### src/rv32i_types.sv
// isa view shared by the fetch side and the predictor
package rv32i_types;

    // pc, immediate and target all travel as one plain word
    typedef logic [31:0] rv32i_word;

    // major opcodes, bits 6:0 of the instruction word
    typedef enum logic [6:0] {
        op_lui   = 7'b0110111, // load upper immediate
        op_auipc = 7'b0010111, // add upper immediate to pc
        op_jal   = 7'b1101111, // jump and link, pc relative
        op_jalr  = 7'b1100111, // jump and link register, target from rs1
        op_br    = 7'b1100011, // conditional branch
        op_load  = 7'b0000011, // loads
        op_store = 7'b0100011, // stores
        op_imm   = 7'b0010011, // alu with immediate
        op_reg   = 7'b0110011, // alu register register
        op_csr   = 7'b1110011  // csr and system
    } rv32i_opcode;

    // only op_br, op_jal and op_jalr steer the fetch
    // every other value falls through to pc plus 4,
    // including words that match none of the above

endpackage : rv32i_types

### src/next_pc_select.sv
`timescale 1ns/100ps

module next_pc_select
import rv32i_types::*;
(
    input  rv32i_opcode opcode,        // from predecode
    input  logic        predict_taken, // gshare direction
    input  rv32i_word   branch_target,
    input  rv32i_word   jal_target,
    input  rv32i_word   hit_target,    // btb target
    input  rv32i_word   seq_pc,
    input  logic        hit,           // btb lookup hit
    output rv32i_word   predicted_pc
);

    // class policy lives only here
    always_comb begin
        if ((opcode == op_br) && predict_taken) begin
            predicted_pc = branch_target;   // predicted taken branch
        end else if (opcode == op_jal) begin
            predicted_pc = jal_target;      // always taken, target known
        end else if ((opcode == op_jalr) && hit) begin
            predicted_pc = hit_target;      // remembered register target
        end else begin
            // not taken branch, btb miss, or no control flow at all
            predicted_pc = seq_pc;
        end
    end

endmodule : next_pc_select

### config.mk
export PLATFORM = sky130hd
export DESIGN_NAME = next_pc_select
export DESIGN_NICKNAME = d
export VERILOG_FILES = /design/src/rv32i_types.sv /design/src/next_pc_select.sv
export SDC_FILE = /design/constraint.sdc
export NUM_CORES = 1
export LEC_CHECK = 0
export ABC_AREA = 1
export BUFFER_PORTS_ARGS = -buffer_cell sky130_fd_sc_hd__buf_2
export CELL_PAD_IN_SITES_DETAIL_PLACEMENT = 2
export CELL_PAD_IN_SITES_GLOBAL_PLACEMENT = 2
export CORE_ASPECT_RATIO = 2
export CORE_UTILIZATION = 12
export DETAILED_ROUTE_END_ITERATION = 16
export PLACE_DENSITY = 0.81
export SYNTH_ARGS = -nofsm -noshare
export SYNTH_HDL_FRONTEND = slang
export SYNTH_SLANG_ARGS = --single-unit
### constraint.sdc
create_clock -name vclk -period 1.4
set_input_delay 0.21 -clock vclk [all_inputs]
set_output_delay 0.21 -clock vclk [all_outputs]
set_load 0.005 [all_outputs]
==> impl_summary.log <==
[metrics] status: finished, violations left
[metrics] violated checks: setup timing
[metrics] pin count of the biggest net entering global routing: 45
[metrics] violation count after the first detailed-routing iteration: 48
[metrics] Hold-fix buffers, CTS: 0
[metrics] count of boundary I/O pins: 169
[metrics] Synth Net Count: 433
[metrics] number of input and output port buffers inserted: 169
[metrics] buffers plus inverters on the worst setup path: 4
[metrics] Post-Route Utilization: between 20 and 30%
[metrics] final sum of negative setup slack: -3068 ps
[metrics] detailed placer's ending HPWL: slightly below 8 mm
[metrics] CP peak stage delay: roughly 250 ps
[metrics] timing-limited maximum frequency: approximately 640 MHz
[metrics] startpoint of the most critical setup path: opcode[2]
[metrics] critical path startpoint category: input pin
[metrics] path category of the worst min-delay check: input pin to output port
[metrics] combined flip-flop and latch cell area: 0 um^2
[metrics] CP required: roughly 1200 ps
[metrics] warning count from the yosys run: 0
[metrics] share of the cycle needed by the critical path after routing: 110.9%
[metrics] pwr/cell area: between 150 and 200 nW/um^2
[metrics] Routability Congestion: between 0.7 and 0.8
[metrics] most frequent cell on the critical path: buf_2
[metrics] top fanout value on the critical path: 17
[metrics] initial core utilization: roughly an eighth
[metrics] Setup CP Type: input pin to output port
[metrics] area added between synthesis and finish: 108.7%
[metrics] dominant cells by area after synthesis: nand2_1 37%, nand4_1 15%, nand3_1 12%, o21ai_1 11%, inv_1 9.9%
[metrics] number of placement rows: 54
[metrics] via count: 2704
[metrics] antenna violations before repair: 1
[metrics] clkbuf count: 0
[metrics] library cell occupying the most area in the post-synthesis netlist: nand2_1
[metrics] Die Width: 76.41 um
[metrics] cell leakage power: approximately 1.6 nW
[metrics] post-detailed-placement cell area: approximately 2400 um^2
[metrics] fraction of the yosys area taken by sequential cells: 0%
[metrics] post-place setup slack: -279.5 ps
[metrics] TritonRoute pass-1 iters: 4
[metrics] transition at the pin with the smallest max-transition slack: between 200 and 300 ps
[metrics] via count of the first global-routing pass: around 3000
[metrics] Worst IR Drop VDD: roughly 0.045 mV
[metrics] total power consumption of the routed design: around 0.00054 W
[metrics] Final Routed Wirelength: between 10 and 15 mm
[metrics] max-capacitance violation count: 0
[metrics] area share of the largest cell type after synthesis: between 30% and 40%
[metrics] critical path arrival: between 1000 and 1500 ps
[metrics] Yosys cell types: 16
[metrics] DRC violations left: 0
[metrics] max-slew violations: 0
[metrics] seq_cells: 0
[metrics] design area: 2773 um^2
[metrics] number of failing setup endpoints in the final timing report: 32
[metrics] Die Outline Area: roughly 12000 um^2
[metrics] CP max-delay cell: nor2_1
[metrics] global-route wire length before repair: between 10 and 15 mm
[metrics] share of final-layout standard cells stronger than drive strength 1: a little under 50%
[metrics] Worst setup endpoint: predicted_pc[29]
[metrics] mean area per synthesized cell: between 4 and 5 um^2
[metrics] total routing resource utilization after global routing: approximately 16%
[metrics] Final Net Count: approximately 600
[metrics] synthesized area: ~1300 um^2
[metrics] detailed-route wire length per cell: 16.71 um
[metrics] cells along the critical path: buf_2 -> nor2_1 -> nand3_4 -> buf_12 -> o21ai_1 -> inv_1 -> nand2_2 -> nand2_1 -> buf_2
[metrics] Top Family by Delay on Critical Path: simple AND/OR/NAND/NOR gates
[metrics] number of instances in the synthesized netlist: a little under 300
[metrics] final period demand of the worst path: between 1500 and 2000 ps
[metrics] post-route ant nets: 0
[metrics] detail-routed via count per cell: 4.462
[metrics] vertical die dimension: about 150 um
[metrics] endpoint type of the worst setup path: output port
[metrics] grt total ovfl: 0
[metrics] RSZ-0062 raised after global routing: yes
[metrics] setup slack of the critical path after layout: -152.0 ps
[metrics] core footprint: about 11000 um^2
[metrics] remaining max-slew budget at the tightest pin: approximately four fifths
[metrics] endpoints failing hold: 0
[metrics] total number of cells along the worst setup path: 9
## layer usage
metal / GRT usage, % / wire length [um]
met1: 13.93 / 3374
met3: 1.084 / 327
met2: 37.03 / 6300
met4: 2.115 / 122
met5: 0 / 0
## worst min path at each step
stage	start	end	slack [ps]	cells past startpoint
floorplan	branch_target[31]	predicted_pc[31]	520	2
global placement	branch_target[11]	predicted_pc[11]	680	4
detailed placement	branch_target[22]	predicted_pc[22]	690	4
CTS	branch_target[22]	predicted_pc[22]	690	4
global route	branch_target[13]	predicted_pc[13]	710	4
finish	branch_target[4]	predicted_pc[4]	690	4
## tightest hold or removal path: cells and delay by family
family,cells,cell delay [ps]
simple gates,2,90
buf+inv,2,170
## cell families (layout without fill, tap and decap cells)
| family | after synthesis | in the layout | share of synthesized area (%) |
|---|---|---|---|
| other | 0 | 1 | 0 |
| buffers and inverters | 61 | 230 | 19.21 |
| AO/OA/AOI/OAI | 32 | 32 | 12.05 |
| AND/OR/NAND/NOR | 203 | 203 | 68.74 |
## Yosys cell counts (all sizes together)
cell      n
buf      20
nand3    35
o21ai    31
nor2      5
inv      37
clkbuf    4
nand2   131
a21oi     1
nand4    32
## cell type report
type | count | area [um^2]
fill | 1401 | 8038
timing repair buffer | 193 | 1261
multi-input combinational | 235 | 1190
tap | 140 | 175.2
inverter | 37 | 143.9
antenna | 1 | 2.502
## per-stage QoR
stage	std cells	hold WS, ps
after CTS	600	690.8
after detailed placement	599	689.7
final	606	688.6
after floorplan	296	516.1
after global placement	599	680.8
after global routing	606	705.6
## timing repair
item                       in CTS  in global routing
resized for setup              51                  8
setup buffers                   1                  2
cloned                          0                  3
setup endpoints to repair      32                 32
pin swaps                       1                  3
## placed cells by master (no fill, tap or decap)
cell type  instances
nor2_2             1
a21oi_2            1
inv_4              2
buf_8              2
nor2_1             2
buf_6             12
inv_1             35
o21ai_2            8
nand3_4            2
nand2_4            3
nand2_2           10
buf_12            10
buf_4              4
nand3_2            4
nand4_1           32
nand3_1           29
nor2_4             2
clkbuf_16          2
nand2_1          118
diode_2            1
o21ai_1           23
buf_2            163
## report_power, final
| group | internal, W | total [W] | leakage (nW) | switching, W |
|---|---|---|---|---|
| Combinational | 0.000284 | 0.000536 | 1.55 | 0.000252 |
| Clock | 0.0000000000957 | 0.0000000000958 | 0.00000634 | 0 |
| Sequential | 0 | 0 | 0 | 0 |
| Total | 0.000284 | 0.000536 | 1.55 | 0.000252 |
Note: power is estimated with default switching activity, not from simulation.
