===== config.mk =====
export PLATFORM = sky130hd
export DESIGN_NAME = branch_target_buffer
export DESIGN_NICKNAME = d
export VERILOG_FILES = /design/src/rv32i_types.sv /design/src/branch_target_buffer.sv
export SDC_FILE = /design/constraint.sdc
export NUM_CORES = 1
export LEC_CHECK = 0
export ABC_AREA = 1
export BUFFER_PORTS_ARGS = -buffer_cell sky130_fd_sc_hd__buf_2
export CORE_ASPECT_RATIO = 0.7
export CORE_MARGIN = 2
export CORE_UTILIZATION = 40
export DETAILED_ROUTE_END_ITERATION = 10
export PLACE_DENSITY = 0.66
export SLEW_MARGIN = 5
export SYNTH_ARGS = -nofsm -noshare
export SYNTH_HDL_FRONTEND = slang
export SYNTH_SLANG_ARGS = --single-unit

===== constraint.sdc =====
create_clock -name clk -period 4.5 [get_ports clk]
set_input_delay 0.9 -clock clk [delete_from_list [all_inputs] [get_ports clk]]
set_output_delay 0.9 -clock clk [all_outputs]
set_load 0.01 [all_outputs]

===== src/rv32i_types.sv =====
// isa view shared by the fetch side and the predictor
package rv32i_types;

    // pc, immediate and target all travel as one plain word
    typedef logic [31:0] rv32i_word;

    // major opcodes, bits 6:0 of the instruction word
    typedef enum logic [6:0] {
        op_lui   = 7'b0110111, // load upper immediate
        op_auipc = 7'b0010111, // add upper immediate to pc
        op_jal   = 7'b1101111, // jump and link, pc relative
        op_jalr  = 7'b1100111, // jump and link register, target from rs1
        op_br    = 7'b1100011, // conditional branch
        op_load  = 7'b0000011, // loads
        op_store = 7'b0100011, // stores
        op_imm   = 7'b0010011, // alu with immediate
        op_reg   = 7'b0110011, // alu register register
        op_csr   = 7'b1110011  // csr and system
    } rv32i_opcode;

    // only op_br, op_jal and op_jalr steer the fetch
    // every other value falls through to pc plus 4,
    // including words that match none of the above

endpackage : rv32i_types


===== src/branch_target_buffer.sv =====
`timescale 1ns/100ps

module branch_target_buffer
import rv32i_types::*;
#(
    parameter int btb_index_bits = 4 // 2**btb_index_bits sets
)
(
    input  logic      clk,
    input  logic      reset,
    input  rv32i_word predict_pc,  // fetch side lookup
    input  rv32i_word update_pc,   // pc of the resolved jalr
    input  logic      write_valid, // one cycle strobe from execute
    input  rv32i_word target_pc,   // resolved jalr target
    output rv32i_word hit_target,
    output logic      hit
);

    localparam int btb_sets = 1 << btb_index_bits;
    localparam int tag_bits = 30 - btb_index_bits; // pc bits above the index

    typedef logic [btb_index_bits-1:0] btb_index_t;
    typedef logic [tag_bits-1:0]       btb_tag_t;

    logic [btb_sets-1:0] valid_bits;
    btb_tag_t            tags    [btb_sets];
    rv32i_word           targets [btb_sets];

    btb_index_t read_index;
    btb_tag_t   read_tag;
    btb_index_t write_index;
    btb_tag_t   write_tag;

    // direct mapped with the index just above the byte offset
    assign read_index  = predict_pc[btb_index_bits+1:2];
    assign read_tag    = predict_pc[31:btb_index_bits+2];
    assign write_index = update_pc[btb_index_bits+1:2];
    assign write_tag   = update_pc[31:btb_index_bits+2];

    // one valid bit per set, raised by the first jalr write
    always_ff @(posedge clk) begin
        if (reset) begin
            valid_bits <= '0;
        end else if (write_valid) begin
            valid_bits[write_index] <= 1'b1;
        end
    end

    // a new jalr simply replaces the tag and target of its set
    always_ff @(posedge clk) begin
        if (write_valid) begin
            tags[write_index]    <= write_tag;
            targets[write_index] <= target_pc;
        end
    end

    // combinational read in the fetch cycle
    assign hit        = valid_bits[read_index] && (tags[read_index] == read_tag);
    assign hit_target = targets[read_index]; // only meaningful with hit

    // execute should never hand back a misaligned jalr target
    target_aligned_a: assert property (
        @(posedge clk) disable iff (reset)
        write_valid |-> (target_pc[1:0] == 2'b00)
    ) else $error("jalr target %h not word aligned", target_pc);

endmodule : branch_target_buffer


==> impl_metrics.tcl <==
set metrics [dict create \
    crit_fanout 34 \
    cp_data_arrival_time_ns 3.37 \
    die_y_um 262 \
    leakage_nw 15.3 \
    ys_seq_elements 944 \
    hold_viol_final 0 \
    firstDrtPassIters 6 \
    whs_ns 0.466 \
    pwr-share-seq 0.524 \
    drt_first_iter_violations 2749 \
    ys_top_cells_by_count "edfxtp_1, nand2_1, nor2_1, nand3_1, o21ai_0" \
    worstPathRequired_ns 3.60 \
    p_int_mw 14.7 \
    p_clk_frac 0.414 \
    holdPathEnd "valid_bits[11]" \
    synth_edf_count 928 \
    syn_inst 3090 \
    hp-start "valid_bits[11]" \
    clk_pin_slew_worst_paths_ns 0.05 \
    nNetsFinal 3281 \
    max_freq_ghz 0.234 \
    yosys.area.top_type "edfxtp_1" \
    ys_top_cells_by_area "edfxtp_1, nand2_1, nor2_1" \
    overflow 0 \
    rsz0062_at_grt "false" \
    synth_cell_types 25 \
    gp_congestion 0.772 \
    vias 24000 \
    max_slew_margin 0.300 \
    die_area_um2 97600 \
    multi_input_area_um2 8410 \
    yosys_warnings 0 \
    routedWlPerCell_um 21.4 \
    layout.area.seq_um2 28200 \
    cts.path.max_buffers 3 \
    finalSetupViolCount 0 \
    critPathLaunchType "input pin" \
    cts_tree "yes" \
    start_util 0.404 \
    io_pins 132 \
    clock_sinks 944 \
    status "finished, final reports clean" \
    synth_async_sr_flop_share 0 \
    grt_pass1_wl_um 143000 \
    netSwitchingPower_mw 4.16 \
    syn_area_per_cell_um2 12.3 \
    crit_type "input pin to output port" \
    fin_worst_skew_ns 0 \
    area_delta_synth_final_pct 14.0 \
    combPwrFrac 0.062 \
    max_slew.worst_pin.slew_ns 1.05 \
    drv_slew 0 \
    root_buffer "clkbuf_16" \
    hold_path.class "register to register" \
    ys_seq_area_frac 0.741 \
    antenna_left 0 \
    grt_pass1_vias 22400 \
    layout-drive-gt1-share 0.107 \
    finalPower_mw 18.8 \
    antenna_found_initial 17 \
    vias_per_cell 5.32 \
    post-cts-setup-buffers 0 \
    core_area_um2 94100 \
    portBuffers 127 \
    fillCellCount 8225 \
    power_density_nw_per_um2 434 \
    postCtsHoldBufs 0 \
    worstReg2RegStart "valid_bits[0]" \
    syn_area_um2 38000 \
    setup.worst_path.end_class "output port" \
    yosysMostFrequentCell "edfxtp_1" \
    min_period_over_period 0.949 \
    clock_latency_ns 0.65 \
    synth_ff_type "edfxtp_1" \
    synth_top_area_share 0.732 \
    rrSetupSlack_ns 3.89 \
    rows 94 \
    grt_max_degree 151 \
    track_usage 0.194 \
    hold_depth 2 \
    routed_wl_um 96400 \
    cts_htree_levels 3 \
    cts_made_buffers 95 \
    irDropWorstVdd_uv 346 \
    post_cts_resized 0 \
    synth_nets 3189 \
    reg2reg_depth 1 \
    setup_tns_ns 0 \
    swShare 0.221 \
    min_period_ns 4.27 \
    drcViolationCount 0 \
    crit_path_start "predict_pc[5]" \
    fp.dieW_um 373 \
    worst_r2r_endpoint "valid_bits[0]" \
    cap_violations 0 \
    hpwl_um 46300 \
]
## state kept, by name (all words and copies together) (netlist names)
register	flops
targets	512
tags	416
valid_bits	16
## power by group through the flow
| stage | registers [mW] | clock network (mW) | logic, mW |
|---|---|---|---|
| 6_report | 9.87 | 7.80 | 1.18 |
| 5_1_grt | 9.88 | 8.24 | 1.30 |
| 4_1_cts | 9.87 | 7.89 | 1.18 |
| 3_5_place_dp | 10.1 | 0 | 1.18 |
| 3_3_place_gp | 10.1 | 0 | 1.16 |
| 2_1_floorplan | 10.1 | 0 | 0.683 |
## cell usage in the layout (no fill, tap or decap), drive strengths merged, types with 16 or more instances in the layout
cell type	n
clkbuf	111
o211ai	56
inv	158
dfxtp	16
edfxtp	928
o22ai	33
nand2	597
clkinv	44
o21ai	310
o221ai	95
buf	190
nand3	263
nor2	423
## through the flow
step	area, µm²	setup WS, ns	utilization	cells
after floorplan	38000	0.348	-	3090
after global placement	40300	0.314	0.429	4333
after detailed placement	40300	0.291	0.429	4333
after CTS	43400	0.280	0.461	4505
after global routing	43400	0.200	0.461	4508
final	43400	0.227	0.461	4508
## layout make-up
cell class                 instances  share of cell area
sequential                       944               0.650
antenna                            3            0.000173
multi-input combinational       1797               0.194
timing repair buffer             190              0.0362
clock buffer                     111              0.0562
inverter                         154              0.0138
clock inverter                    61              0.0142
tap                             1248              0.0360
## worst max-delay path: stages
cell	delay (ns)
buf_4	0.09
buf_4	0.58
buf_4	0.61
nand3_1	0.19
nand3_1	0.12
nand2_1	0.09
nor2_1	0.10
nand2_1	0.06
nor2_1	0.21
nand2_1	0.10
nor2_1	0.14
buf_2	0.15
## cell families (layout without fill, tap and decap cells)
logic type	Yosys count	count (layout)	synth area share
AO/OA/AOI/OAI	498	498	0.0799
AND/OR/NAND/NOR	1299	1299	0.138
flip-flops	944	944	0.741
other	0	3	0
buffers and inverters	349	516	0.0413
## worst max-delay path by stage
| stage | endpoint | cells past startpoint |
|---|---|---|
| after detailed placement | hit | 12 |
| final | hit | 12 |
| after global placement | hit | 12 |
| after global routing | hit | 12 |
| after CTS | hit | 12 |
| after floorplan | tags[11][0] | 4 |
## per-layer routing
layer / wire [µm] / up-vias / GRT usage
met1: 43300 / 11700 / 0.281
met4: 2030 / 18 / 0.0549
met2: 43400 / 884 / 0.299
met3: 7590 / 161 / 0.0404
li1: - / 11200 / -
met5: 115 / - / 0
No activity file was read; power rests on OpenSTA's default activity.
