[src/rv32i_types.sv]
// isa view shared by the fetch side and the predictor
package rv32i_types;

    // pc, immediate and target all travel as one plain word
    typedef logic [31:0] rv32i_word;

    // major opcodes, bits 6:0 of the instruction word
    typedef enum logic [6:0] {
        op_lui   = 7'b0110111, // load upper immediate
        op_auipc = 7'b0010111, // add upper immediate to pc
        op_jal   = 7'b1101111, // jump and link, pc relative
        op_jalr  = 7'b1100111, // jump and link register, target from rs1
        op_br    = 7'b1100011, // conditional branch
        op_load  = 7'b0000011, // loads
        op_store = 7'b0100011, // stores
        op_imm   = 7'b0010011, // alu with immediate
        op_reg   = 7'b0110011, // alu register register
        op_csr   = 7'b1110011  // csr and system
    } rv32i_opcode;

    // only op_br, op_jal and op_jalr steer the fetch
    // every other value falls through to pc plus 4,
    // including words that match none of the above

endpackage : rv32i_types

[src/bp_types.sv]
// predictor view, direction counters of the gshare table
package bp_types;

    // two bit saturating counter
    // the encoding is ordered so that counting up means "more taken"
    // and the upper bit alone gives the direction
    typedef enum logic [1:0] {
        strong_not_taken = 2'b00, // saturated low
        weak_not_taken   = 2'b01, // one taken away from flipping
        weak_taken       = 2'b10, // one not taken away from flipping
        strong_taken     = 2'b11  // saturated high
    } counter_state;

    // every table entry starts here after reset
    // so one taken outcome is enough to flip an untrained entry
    parameter counter_state counter_reset_state = weak_not_taken;

    // transitions, for reference
    //   taken     : snt -> wnt -> wt -> st -> st
    //   not taken : st -> wt -> wnt -> snt -> snt

endpackage : bp_types

[src/pattern_history_table.sv]
`timescale 1ns/100ps

module pattern_history_table
import rv32i_types::*, bp_types::*;
#(
    parameter int pht_index_bits = 6, // 2**pht_index_bits counters
    parameter int history_bits   = 6  // global history length
)
(
    input  logic      clk,
    input  logic      reset,
    input  rv32i_word predict_pc,    // fetch side lookup
    input  rv32i_word update_pc,     // pc of the resolved branch
    input  logic      update_valid,  // one cycle strobe from execute
    input  logic      actual_taken,  // resolved outcome
    output logic      predict_taken
);

    localparam int pht_entries = 1 << pht_index_bits;

    typedef logic [pht_index_bits-1:0] pht_index_t;
    typedef logic [history_bits-1:0]   history_t;

    counter_state counters [pht_entries];
    history_t     history;        // newest outcome in bit 0
    pht_index_t   predict_index;
    pht_index_t   update_index;
    counter_state predict_entry;
    counter_state update_entry;
    counter_state update_next;

    // history sits in the low index bits, so it can never be wider
    if (history_bits > pht_index_bits) begin : g_history_check
        $error("history_bits %0d exceeds pht_index_bits %0d",
               history_bits, pht_index_bits);
    end

    // gshare index, word pc bits xor history
    // both sides see the same history, update uses it before the shift
    assign predict_index = predict_pc[pht_index_bits+1:2] ^ pht_index_t'(history);
    assign update_index  = update_pc[pht_index_bits+1:2] ^ pht_index_t'(history);

    assign predict_entry = counters[predict_index];
    assign predict_taken = predict_entry[1]; // upper bit is the direction

    // saturating step of the entry being trained
    assign update_entry = counters[update_index];

    always_comb begin
        case (update_entry)
            strong_not_taken: update_next = actual_taken ? weak_not_taken : strong_not_taken;
            weak_not_taken:   update_next = actual_taken ? weak_taken     : strong_not_taken;
            weak_taken:       update_next = actual_taken ? strong_taken   : weak_not_taken;
            strong_taken:     update_next = actual_taken ? strong_taken   : weak_taken;
            default:          update_next = counter_reset_state; // x recovery
        endcase
    end

    always_ff @(posedge clk) begin
        if (reset) begin
            history <= '0;
            for (int i = 0; i < pht_entries; i++) begin
                counters[i] <= counter_reset_state;
            end
        end else if (update_valid) begin
            counters[update_index] <= update_next;
            // shift left, outcome enters at the bottom, oldest drops off
            history <= history_t'({history, actual_taken});
        end
    end

    // an x in the history would smear over every lookup index
    history_known_a: assert property (
        @(posedge clk) disable iff (reset) !$isunknown(history)
    ) else $error("global history has unknown bits");

endmodule : pattern_history_table

[config.mk]
export PLATFORM = sky130hd
export DESIGN_NAME = pattern_history_table
export DESIGN_NICKNAME = d
export VERILOG_FILES = /design/src/rv32i_types.sv /design/src/bp_types.sv /design/src/pattern_history_table.sv
export SDC_FILE = /design/constraint.sdc
export NUM_CORES = 1
export LEC_CHECK = 0
export BUFFER_PORTS_ARGS = -buffer_cell sky130_fd_sc_hd__buf_2
export CORE_MARGIN = 3
export CORE_UTILIZATION = 50
export CTS_BUF_LIST = sky130_fd_sc_hd__clkbuf_4 sky130_fd_sc_hd__clkbuf_8 sky130_fd_sc_hd__clkbuf_16
export CTS_CLUSTER_SIZE = 12
export DETAILED_ROUTE_END_ITERATION = 7
export PLACE_DENSITY = 0.69
export SLEW_MARGIN = 20
export SYNTH_ARGS = -nofsm -noshare
export SYNTH_HDL_FRONTEND = slang
export SYNTH_SLANG_ARGS = --single-unit
[constraint.sdc]
create_clock -name clk -period 3.9 [get_ports clk]
set_clock_uncertainty 0.2 [all_clocks]
set_input_delay 0.39 -clock clk [delete_from_list [all_inputs] [get_ports clk]]
set_output_delay 0.39 -clock clk [all_outputs]
set_load 0.03 [all_outputs]
==> tab_implementation.tex, run 1 <==
\begin{tabular}{lr}
\hline
Metric & Value \\
\hline
\multicolumn{2}{l}{\textbf{GRT}} \\
\quad Number of global-route vias before repair & 5621 \\
\quad Global-route wire length before repair & 31200 um \\
\quad Number of antenna violations at the first check in global routing & 0 \\
\quad GRT Resource Usage Total & 24.8\% \\
\quad Maximum number of pins on one net before global-route repair & 71 \\
\quad Total congestion overflow & 0 \\
\multicolumn{2}{l}{\textbf{Drt}} \\
\quad Routed wire length & 20400 um \\
\quad Residual DRC count & 0 \\
\quad Via-per-instance ratio & 6.27 \\
\quad Antenna violation net count after detailed routing & 0 \\
\quad Mean routed wirelength per cell & 22.4 um \\
\quad Detailed router's first-iteration violation count & 661 \\
\quad Number of detailed-routing iterations run before antenna repair & 6 \\
\quad Vias & 5714 \\
\multicolumn{2}{l}{\textbf{Logic synthesis}} \\
\quad Number of unique standard cell types used by synthesis & 49 \\
\quad Fraction of synthesized cell area in xor and xnor cells & 2.51\% \\
\quad Share of synthesized area spent on multiplexers & 9.83\% \\
\quad Nets in the synthesized netlist & 759 \\
\quad Synth warnings & 0 \\
\quad Post-synthesis simple-gate area fraction & 24.0\% \\
\quad Synthesized cell area & 7640 um\^{}2 \\
\quad Seq cells post-synth & 134 \\
\quad Fraction of registers with async set/reset & 0\% \\
\quad Compound-cell area share of the yosys netlist & 6.62\% \\
\quad Cells after Synth & 691 \\
\quad Dominant combinational cell family by area after synthesis & simple AND/OR/NAND/NOR gates \\
\quad Synthesized area per cell & 11.1 um\^{}2 \\
\quad Number of synthesized flops with an enable pin & 128 \\
\quad Share of the yosys chip area belonging to registers & 51.9\% \\
\quad Top flip-flop cell by instance count after synthesis & sky130\_fd\_sc\_hd\_\_edfxtp\_1 \\
\quad Area share of fa/ha/maj cells after synthesis & 0.295\% \\
\multicolumn{2}{l}{\textbf{Final layout}} \\
\quad Number of antenna diodes & 0 \\
\quad Fill cell count & 1186 \\
\quad Most common cell after layout, fill and taps aside & sky130\_fd\_sc\_hd\_\_edfxtp\_1 \\
\quad Fraction of final layout cells with drive strength greater than 1 & 27.1\% \\
\quad Commonest cells after routing, fill and taps aside & sky130\_fd\_sc\_hd\_\_edfxtp\_1, sky130\_fd\_sc\_hd\_\_nand2\_1, sky130\_fd\_sc\_hd\_\_nand3\_1 \\
\quad Synth-to-Final Area Change & 13.6\% \\
\quad Number of nets in the final layout & 782 \\
\multicolumn{2}{l}{\textbf{Power and ir drop}} \\
\quad Power per unit of standard cell area & 444 nW/um\^{}2 \\
\quad Final total power & 3.85 mW \\
\quad Sequential group share of total power & 42.1\% \\
\quad Switching power & 1.02 mW \\
\quad Proportion of power drawn by combinational gates & 16.0\% \\
\quad Leakage power summed over all cells & 2.81 nW \\
\quad Worst vdd rail ir drop & 338 uV \\
\quad Portion of total power attributed to the clock network & 41.9\% \\
\quad Fraction of power spent switching nets & 26.5\% \\
\quad Internal power component & 2.83 mW \\
\multicolumn{2}{l}{\textbf{Clock tree}} \\
\quad Root Buffer & sky130\_fd\_sc\_hd\_\_clkbuf\_16 \\
\quad Worst skew pair latency & 420 ps \\
\quad Sink Count & 134 \\
\quad Hold buffer count at CTS & 0 \\
\quad Maximum count of clock buffers along a single path & 2 \\
\quad CTS clock-pin slew for the worst setup and hold paths & 60 ps \\
\quad H-Tree Depth & 4 \\
\quad Clock tree from TritonCTS & done \\
\quad Number of CTS-inserted buffers & 17 \\
\multicolumn{2}{l}{\textbf{STA}} \\
\quad Hold violation count in the final report & 0 \\
\quad Setup tns final & 0 ps \\
\quad FMAX & 270 MHz \\
\quad Unrepaired setup endpoints after global routing & no \\
\quad Pins Over Slew Limit & 0 \\
\quad Hold slack final & 75.7 ps \\
\quad Final critical delay including setup and external delays & 3700 ps \\
\quad Normalized max-slew margin & 30.5\% \\
\quad Count of final setup violators & 0 \\
\quad Worst-margin pin slew & 1040 ps \\
\quad Share of the clock period used by the worst path & 94.8\% \\
\multicolumn{2}{l}{\textbf{Critical path}} \\
\quad Required time of the worst setup path & 3980 ps \\
\quad Worst endpoint data arrival time & 3780 ps \\
\quad CP Launch Type & flip-flop \\
\quad Maximum cell stage delay along the critical path & 530 ps \\
\quad Critical Path Sink Type & flip-flop \\
\quad Most Frequent Cell on Critical Path & sky130\_fd\_sc\_hd\_\_buf\_4 \\
\quad Master of the slowest instance on the critical path & sky130\_fd\_sc\_hd\_\_a222oi\_1 \\
\quad Maximum fanout along the worst path & 18 \\
\quad Critical path cell sequence & xor2\_2 > buf\_4 > nand2\_1 > o221ai\_1 > a222oi\_1 > o2111ai\_1 > or4\_1 > maj3\_4 > buf\_4 > nor2\_2 \\
\quad Classification of the worst setup path & flip-flop to flip-flop \\
\multicolumn{2}{l}{\textbf{Floorplanning}} \\
\quad Die boundary width & 130 um \\
\quad Die Y & 130 um \\
\quad Total die area & 16800 um\^{}2 \\
\quad Starting Density & 51.8\% \\
\quad Cell Rows & 44 \\
\quad Floorplan Core Area & 14800 um\^{}2 \\
\quad IO Count & 69 \\
\multicolumn{2}{l}{\textbf{Placed design}} \\
\quad Estimated wirelength of the detail-placed design & 14200 um \\
\quad RePlAce Congestion & 0.957 \\
\quad Number of buffers added on ports & 16 \\
\multicolumn{2}{l}{\textbf{Min path}} \\
\quad Hold Crit Class & primary input to flip-flop \\
\multicolumn{2}{l}{\textbf{Status}} \\
\quad Result of the run & finished, final reports clean \\
\multicolumn{2}{l}{\textbf{Flow run}} \\
\quad Maximum Capacitance Violations & 0 \\
\hline
\end{tabular}
[metal layers]
metal | vias up | part of all wire (%) | global-route usage, % | wire length [um]
li1 | 2551 | - | - | -
met1 | 2761 | 39 | 32.8 | 7950
met2 | 353 | 49 | 40.4 | 9920
met3 | 49 | 9.2 | 4.16 | 1890
met4 | 0 | 3.2 | 10.9 | 657
met5 | - | 0 | 0 | 0
[cell usage after synthesis, types with 2 or more instances]
master,number,area (um^2)
sky130_fd_sc_hd__a211o_1,2,17.5
sky130_fd_sc_hd__a221o_1,2,20.0
sky130_fd_sc_hd__a22o_1,3,26.3
sky130_fd_sc_hd__a22oi_1,4,30.0
sky130_fd_sc_hd__a311oi_1,2,17.5
sky130_fd_sc_hd__a31oi_1,4,25.0
sky130_fd_sc_hd__a32oi_1,2,17.5
sky130_fd_sc_hd__and3_1,2,12.5
sky130_fd_sc_hd__buf_2,9,45.0
sky130_fd_sc_hd__buf_4,5,37.5
sky130_fd_sc_hd__buf_6,14,158
sky130_fd_sc_hd__clkbuf_1,32,120
sky130_fd_sc_hd__dfxtp_1,6,120
sky130_fd_sc_hd__edfxtp_1,128,3840
sky130_fd_sc_hd__inv_1,2,7.51
sky130_fd_sc_hd__maj3_2,2,22.5
sky130_fd_sc_hd__mux2_2,12,135
sky130_fd_sc_hd__mux2i_1,12,120
sky130_fd_sc_hd__mux4_2,22,495
sky130_fd_sc_hd__nand2_1,110,413
sky130_fd_sc_hd__nand2b_1,65,407
sky130_fd_sc_hd__nand3_1,68,340
sky130_fd_sc_hd__nand4_1,2,12.5
sky130_fd_sc_hd__nor2_1,41,154
sky130_fd_sc_hd__nor2_2,50,313
sky130_fd_sc_hd__nor2_4,10,113
sky130_fd_sc_hd__nor2b_1,2,12.5
sky130_fd_sc_hd__nor3_1,9,45.0
sky130_fd_sc_hd__o211ai_1,2,15.0
sky130_fd_sc_hd__o21ai_0,9,45.0
sky130_fd_sc_hd__o221ai_1,13,114
sky130_fd_sc_hd__o22ai_1,15,93.8
sky130_fd_sc_hd__xnor2_1,6,52.6
sky130_fd_sc_hd__xor2_1,9,78.8
[layout make-up]
class | instances | area (um^2) | area share, %
Clock buffer | 18 | 433 | 4.99
Tap cell | 184 | 230 | 2.65
Multi-Input combinational cell | 494 | 3340 | 38.5
Clock inverter | 14 | 160 | 1.85
Timing Repair Buffer | 65 | 536 | 6.17
Inverter | 2 | 7.51 | 0.0866
Sequential cell | 134 | 3960 | 45.7
[through the flow]
stage | cells | instance area (um^2) | utilization (%) | setup WS [ps]
4_1_cts | 910 | 8640 | 58.6 | 101
2_1_floorplan | 691 | 7640 | - | 493
5_1_grt | 911 | 8670 | 58.8 | 112
3_3_place_gp | 878 | 8050 | 54.6 | 62.5
3_5_place_dp | 878 | 8050 | 54.6 | -23.3
6_report | 911 | 8670 | 58.8 | 203
[worst max-delay path: cells and delay by family (launching register included)]
kind / cells / cell delay (ps)
compound gates: 3 / 870
xor+xnor: 1 / 200
fa+ha+maj: 1 / 450
buf+inv: 2 / 490
flops: 1 / 470
simple gates: 3 / 860
[worst paths after layout]
kind / slack, ps / cells after the start / endpoint / start
worst max-delay path: 200 / 10 / counters[30][1] / history[2]
worst min-delay path: 80 / 3 / history[0] / actual_taken
worst max register to register: 200 / 10 / counters[30][1] / history[2]
worst min register to register: 420 / 2 / history[3] / history[3]
[state kept, by name (all words and copies together) (netlist names)]
register  cells
counters    128
history       6
[logic make-up after synthesis]
family,after synthesis
fa+ha+maj,2
mux,46
compound gates,68
simple gates,360
flops,134
buf+inv,63
xor+xnor,18
[power groups by stage]
stage	sequential, mW	combinational [mW]	clock [mW]
finish	1.62	0.617	1.61
global route	1.62	0.649	1.67
CTS	1.62	0.604	1.62
detailed placement	1.65	0.601	0
global placement	1.65	0.591	0
floorplan	1.64	0.435	0
[what timing repair did]
action	4_1_cts	5_1_grt
resized for setup	0	1
buffers inserted	0	1
setup endpoints to repair	0	121
endpoints found under the hold margin	0	0
Power figures use the tool's default switching activity.
==> inputs of run 2 (changes only) <==
- clock period: 3.9 -> 3.67 ns (I/O delays scaled with it)
==> run 2 against run 1 <==
Compared with the run above: design area up 0.19%; register-to-register slack worse by 110 ps; highest routed layer unchanged; power up 6.5%; combinational power up 6.8%.
==> tab_implementation.tex, run 2 (synthesis gave the netlist of run 1 again) <==
\begin{tabular}{lr}
\hline
Metric & Value \\
\hline
\multicolumn{2}{l}{\textbf{Drt}} \\
\quad Via-per-instance ratio & 6.32 \\
\quad Antenna violation net count after detailed routing & 0 \\
\quad Number of detailed-routing iterations run before antenna repair & 6 \\
\quad Met2 WL & 9740 um \\
\quad Residual DRC count & 0 \\
\quad Sum of met3 wire segment lengths after detailed routing & 1830 um \\
\quad Uppermost layer routed & met4 \\
\quad Routed wire length & 20100 um \\
\quad Detailed router's first-iteration violation count & 583 \\
\quad Mean routed wirelength per cell & 22.1 um \\
\quad Vias & 5746 \\
\quad Met1 wire length & 7890 um \\
\multicolumn{2}{l}{\textbf{Power and ir drop}} \\
\quad Worst vdd rail ir drop & 337 uV \\
\quad Power per unit of standard cell area & 472 nW/um\^{}2 \\
\quad Leakage power summed over all cells & 2.82 nW \\
\multicolumn{2}{l}{\textbf{STA}} \\
\quad Unrepaired setup endpoints after global routing & no \\
\quad Normalized max-slew margin & 46.1\% \\
\quad FMAX & 280 MHz \\
\quad Share of the clock period used by the worst path & 97.5\% \\
\quad Pins Over Slew Limit & 0 \\
\quad Setup tns final & 0 ps \\
\quad Count of final setup violators & 0 \\
\quad Worst-margin pin slew & 803 ps \\
\quad Hold slack final & 44.2 ps \\
\quad Hold violation count in the final report & 0 \\
\quad Final critical delay including setup and external delays & 3580 ps \\
\multicolumn{2}{l}{\textbf{Critical path}} \\
\quad Master of the slowest instance on the critical path & sky130\_fd\_sc\_hd\_\_or4\_1 \\
\quad Worst endpoint data arrival time & 3660 ps \\
\quad Crit path max-delay family & simple AND/OR/NAND/NOR gates \\
\quad Maximum fanout along the worst path & 40 \\
\quad Critical Path Sink Type & flip-flop \\
\quad Critical path cell sequence & xor2\_2 > buf\_4 > nor2\_1 > a32oi\_1 > o311ai\_1 > a22o\_1 > or4\_1 > maj3\_4 > buf\_12 > nor2\_2 \\
\quad Crit path buffers/inverters & 2 \\
\quad CP Launch Type & flip-flop \\
\quad Classification of the worst setup path & flip-flop to flip-flop \\
\quad Maximum cell stage delay along the critical path & 510 ps \\
\quad Required time of the worst setup path & 3760 ps \\
\multicolumn{2}{l}{\textbf{Min path}} \\
\quad Hold Crit Class & primary input to flip-flop \\
\multicolumn{2}{l}{\textbf{Clock tree}} \\
\quad Maximum count of clock buffers along a single path & 2 \\
\quad Root Buffer & sky130\_fd\_sc\_hd\_\_clkbuf\_16 \\
\quad Hold buffer count at CTS & 0 \\
\quad Number of CTS-inserted buffers & 17 \\
\quad Clock tree from TritonCTS & done \\
\quad Worst skew pair latency & 430 ps \\
\quad Sink Count & 134 \\
\quad CTS clock-pin slew for the worst setup and hold paths & 50 ps \\
\quad H-Tree Depth & 4 \\
\multicolumn{2}{l}{\textbf{Floorplanning}} \\
\quad Die boundary width & 130 um \\
\quad Starting Density & 51.8\% \\
\quad Floorplan Core Area & 14800 um\^{}2 \\
\quad Cell Rows & 44 \\
\quad Die Y & 130 um \\
\quad Total die area & 16800 um\^{}2 \\
\quad IO Count & 69 \\
\multicolumn{2}{l}{\textbf{Final layout}} \\
\quad Number of antenna diodes & 0 \\
\quad Most common cell after layout, fill and taps aside & sky130\_fd\_sc\_hd\_\_edfxtp\_1 \\
\quad Fraction of final layout cells with drive strength greater than 1 & 27.0\% \\
\quad Flip-flop count of the largest register after layout & 128 \\
\quad Fill cell count & 1180 \\
\quad Number of nets in the final layout & 780 \\
\quad Synth-to-Final Area Change & 13.8\% \\
\quad Top register by number of flip-flops & counters \\
\quad Leading registers by flop count & counters x128, history x6 \\
\quad Commonest cells after routing, fill and taps aside & sky130\_fd\_sc\_hd\_\_edfxtp\_1, sky130\_fd\_sc\_hd\_\_nand2\_1, sky130\_fd\_sc\_hd\_\_nand3\_1 \\
\quad Count of non-filler cells in the finished layout & 909 \\
\quad Utilization of the core after routing & 58.9\% \\
\multicolumn{2}{l}{\textbf{GRT}} \\
\quad Total congestion overflow & 0 \\
\quad Number of global-route vias before repair & 5473 \\
\quad GRT Resource Usage Total & 24.9\% \\
\quad Maximum number of pins on one net before global-route repair & 71 \\
\quad Number of antenna violations at the first check in global routing & 0 \\
\quad Global-route wire length before repair & 31000 um \\
\multicolumn{2}{l}{\textbf{Placed design}} \\
\quad Number of buffers added on ports & 16 \\
\quad Instance count after placement with tap cells included & 874 \\
\quad Estimated wirelength of the detail-placed design & 13600 um \\
\quad RePlAce Congestion & 0.914 \\
\multicolumn{2}{l}{\textbf{Flow run}} \\
\quad Maximum Capacitance Violations & 0 \\
\multicolumn{2}{l}{\textbf{Status}} \\
\quad Result of the run & finished, final reports clean \\
\hline
\end{tabular}
run 2: area by class of cell:
type / count / area [um^2] / area share (%)
sequential: 134 / 3970 / 45.6
multi-input combinational: 494 / 3330 / 38.3
timing repair buffer: 63 / 562 / 6.47
clock buffer: 22 / 463 / 5.33
tap: 184 / 230 / 2.65
clock inverter: 10 / 130 / 1.50
inverter: 2 / 7.51 / 0.0864
run 2: per-stage QoR:
stage	instance area (um^2)	setup slack [ps]	power (mW)
global placement	8040	269	2.37
finish	8690	93.0	4.10
global route	8690	17.5	4.20
detailed placement	8040	172	2.39
floorplan	7640	286	2.20
CTS	8640	56.7	4.08
run 2: tightest hold or removal path, cell delays in order:
cell and delay, ps:
sky130_fd_sc_hd__buf_2 110, sky130_fd_sc_hd__mux2i_1 80, sky130_fd_sc_hd__nor2_1 80
run 2: routing by layer:
metal  global-route usage (%)  vias up
met5                        0        -
li1                         -     2539
met4                     10.9        0
met3                     5.15       52
met1                     33.1     2814
met2                     39.8      341
run 2: power breakdown:
group          leakage [nW]  internal, mW  total, mW  switching, mW
clock                 0.288          1.10       1.72          0.622
combinational          1.38         0.237      0.659          0.422
sequential             1.16          1.70       1.72         0.0206
run 2: path summary, 6_finish.rpt:
| path | to | startpoint | slack (ps) | cells after the start |
|---|---|---|---|---|
| setup / recovery | counters[57][1] | history[2] | 90 | 10 |
| setup reg to reg | counters[57][1] | history[2] | 90 | 10 |
| hold / removal | history[0] | actual_taken | 40 | 3 |
| hold reg to reg | history[4] | history[4] | 400 | 2 |
run 2: what timing repair did:
item	CTS	global route
setup buffers	0	3
endpoints found under the setup margin	1	1
gates resized for setup	1	1
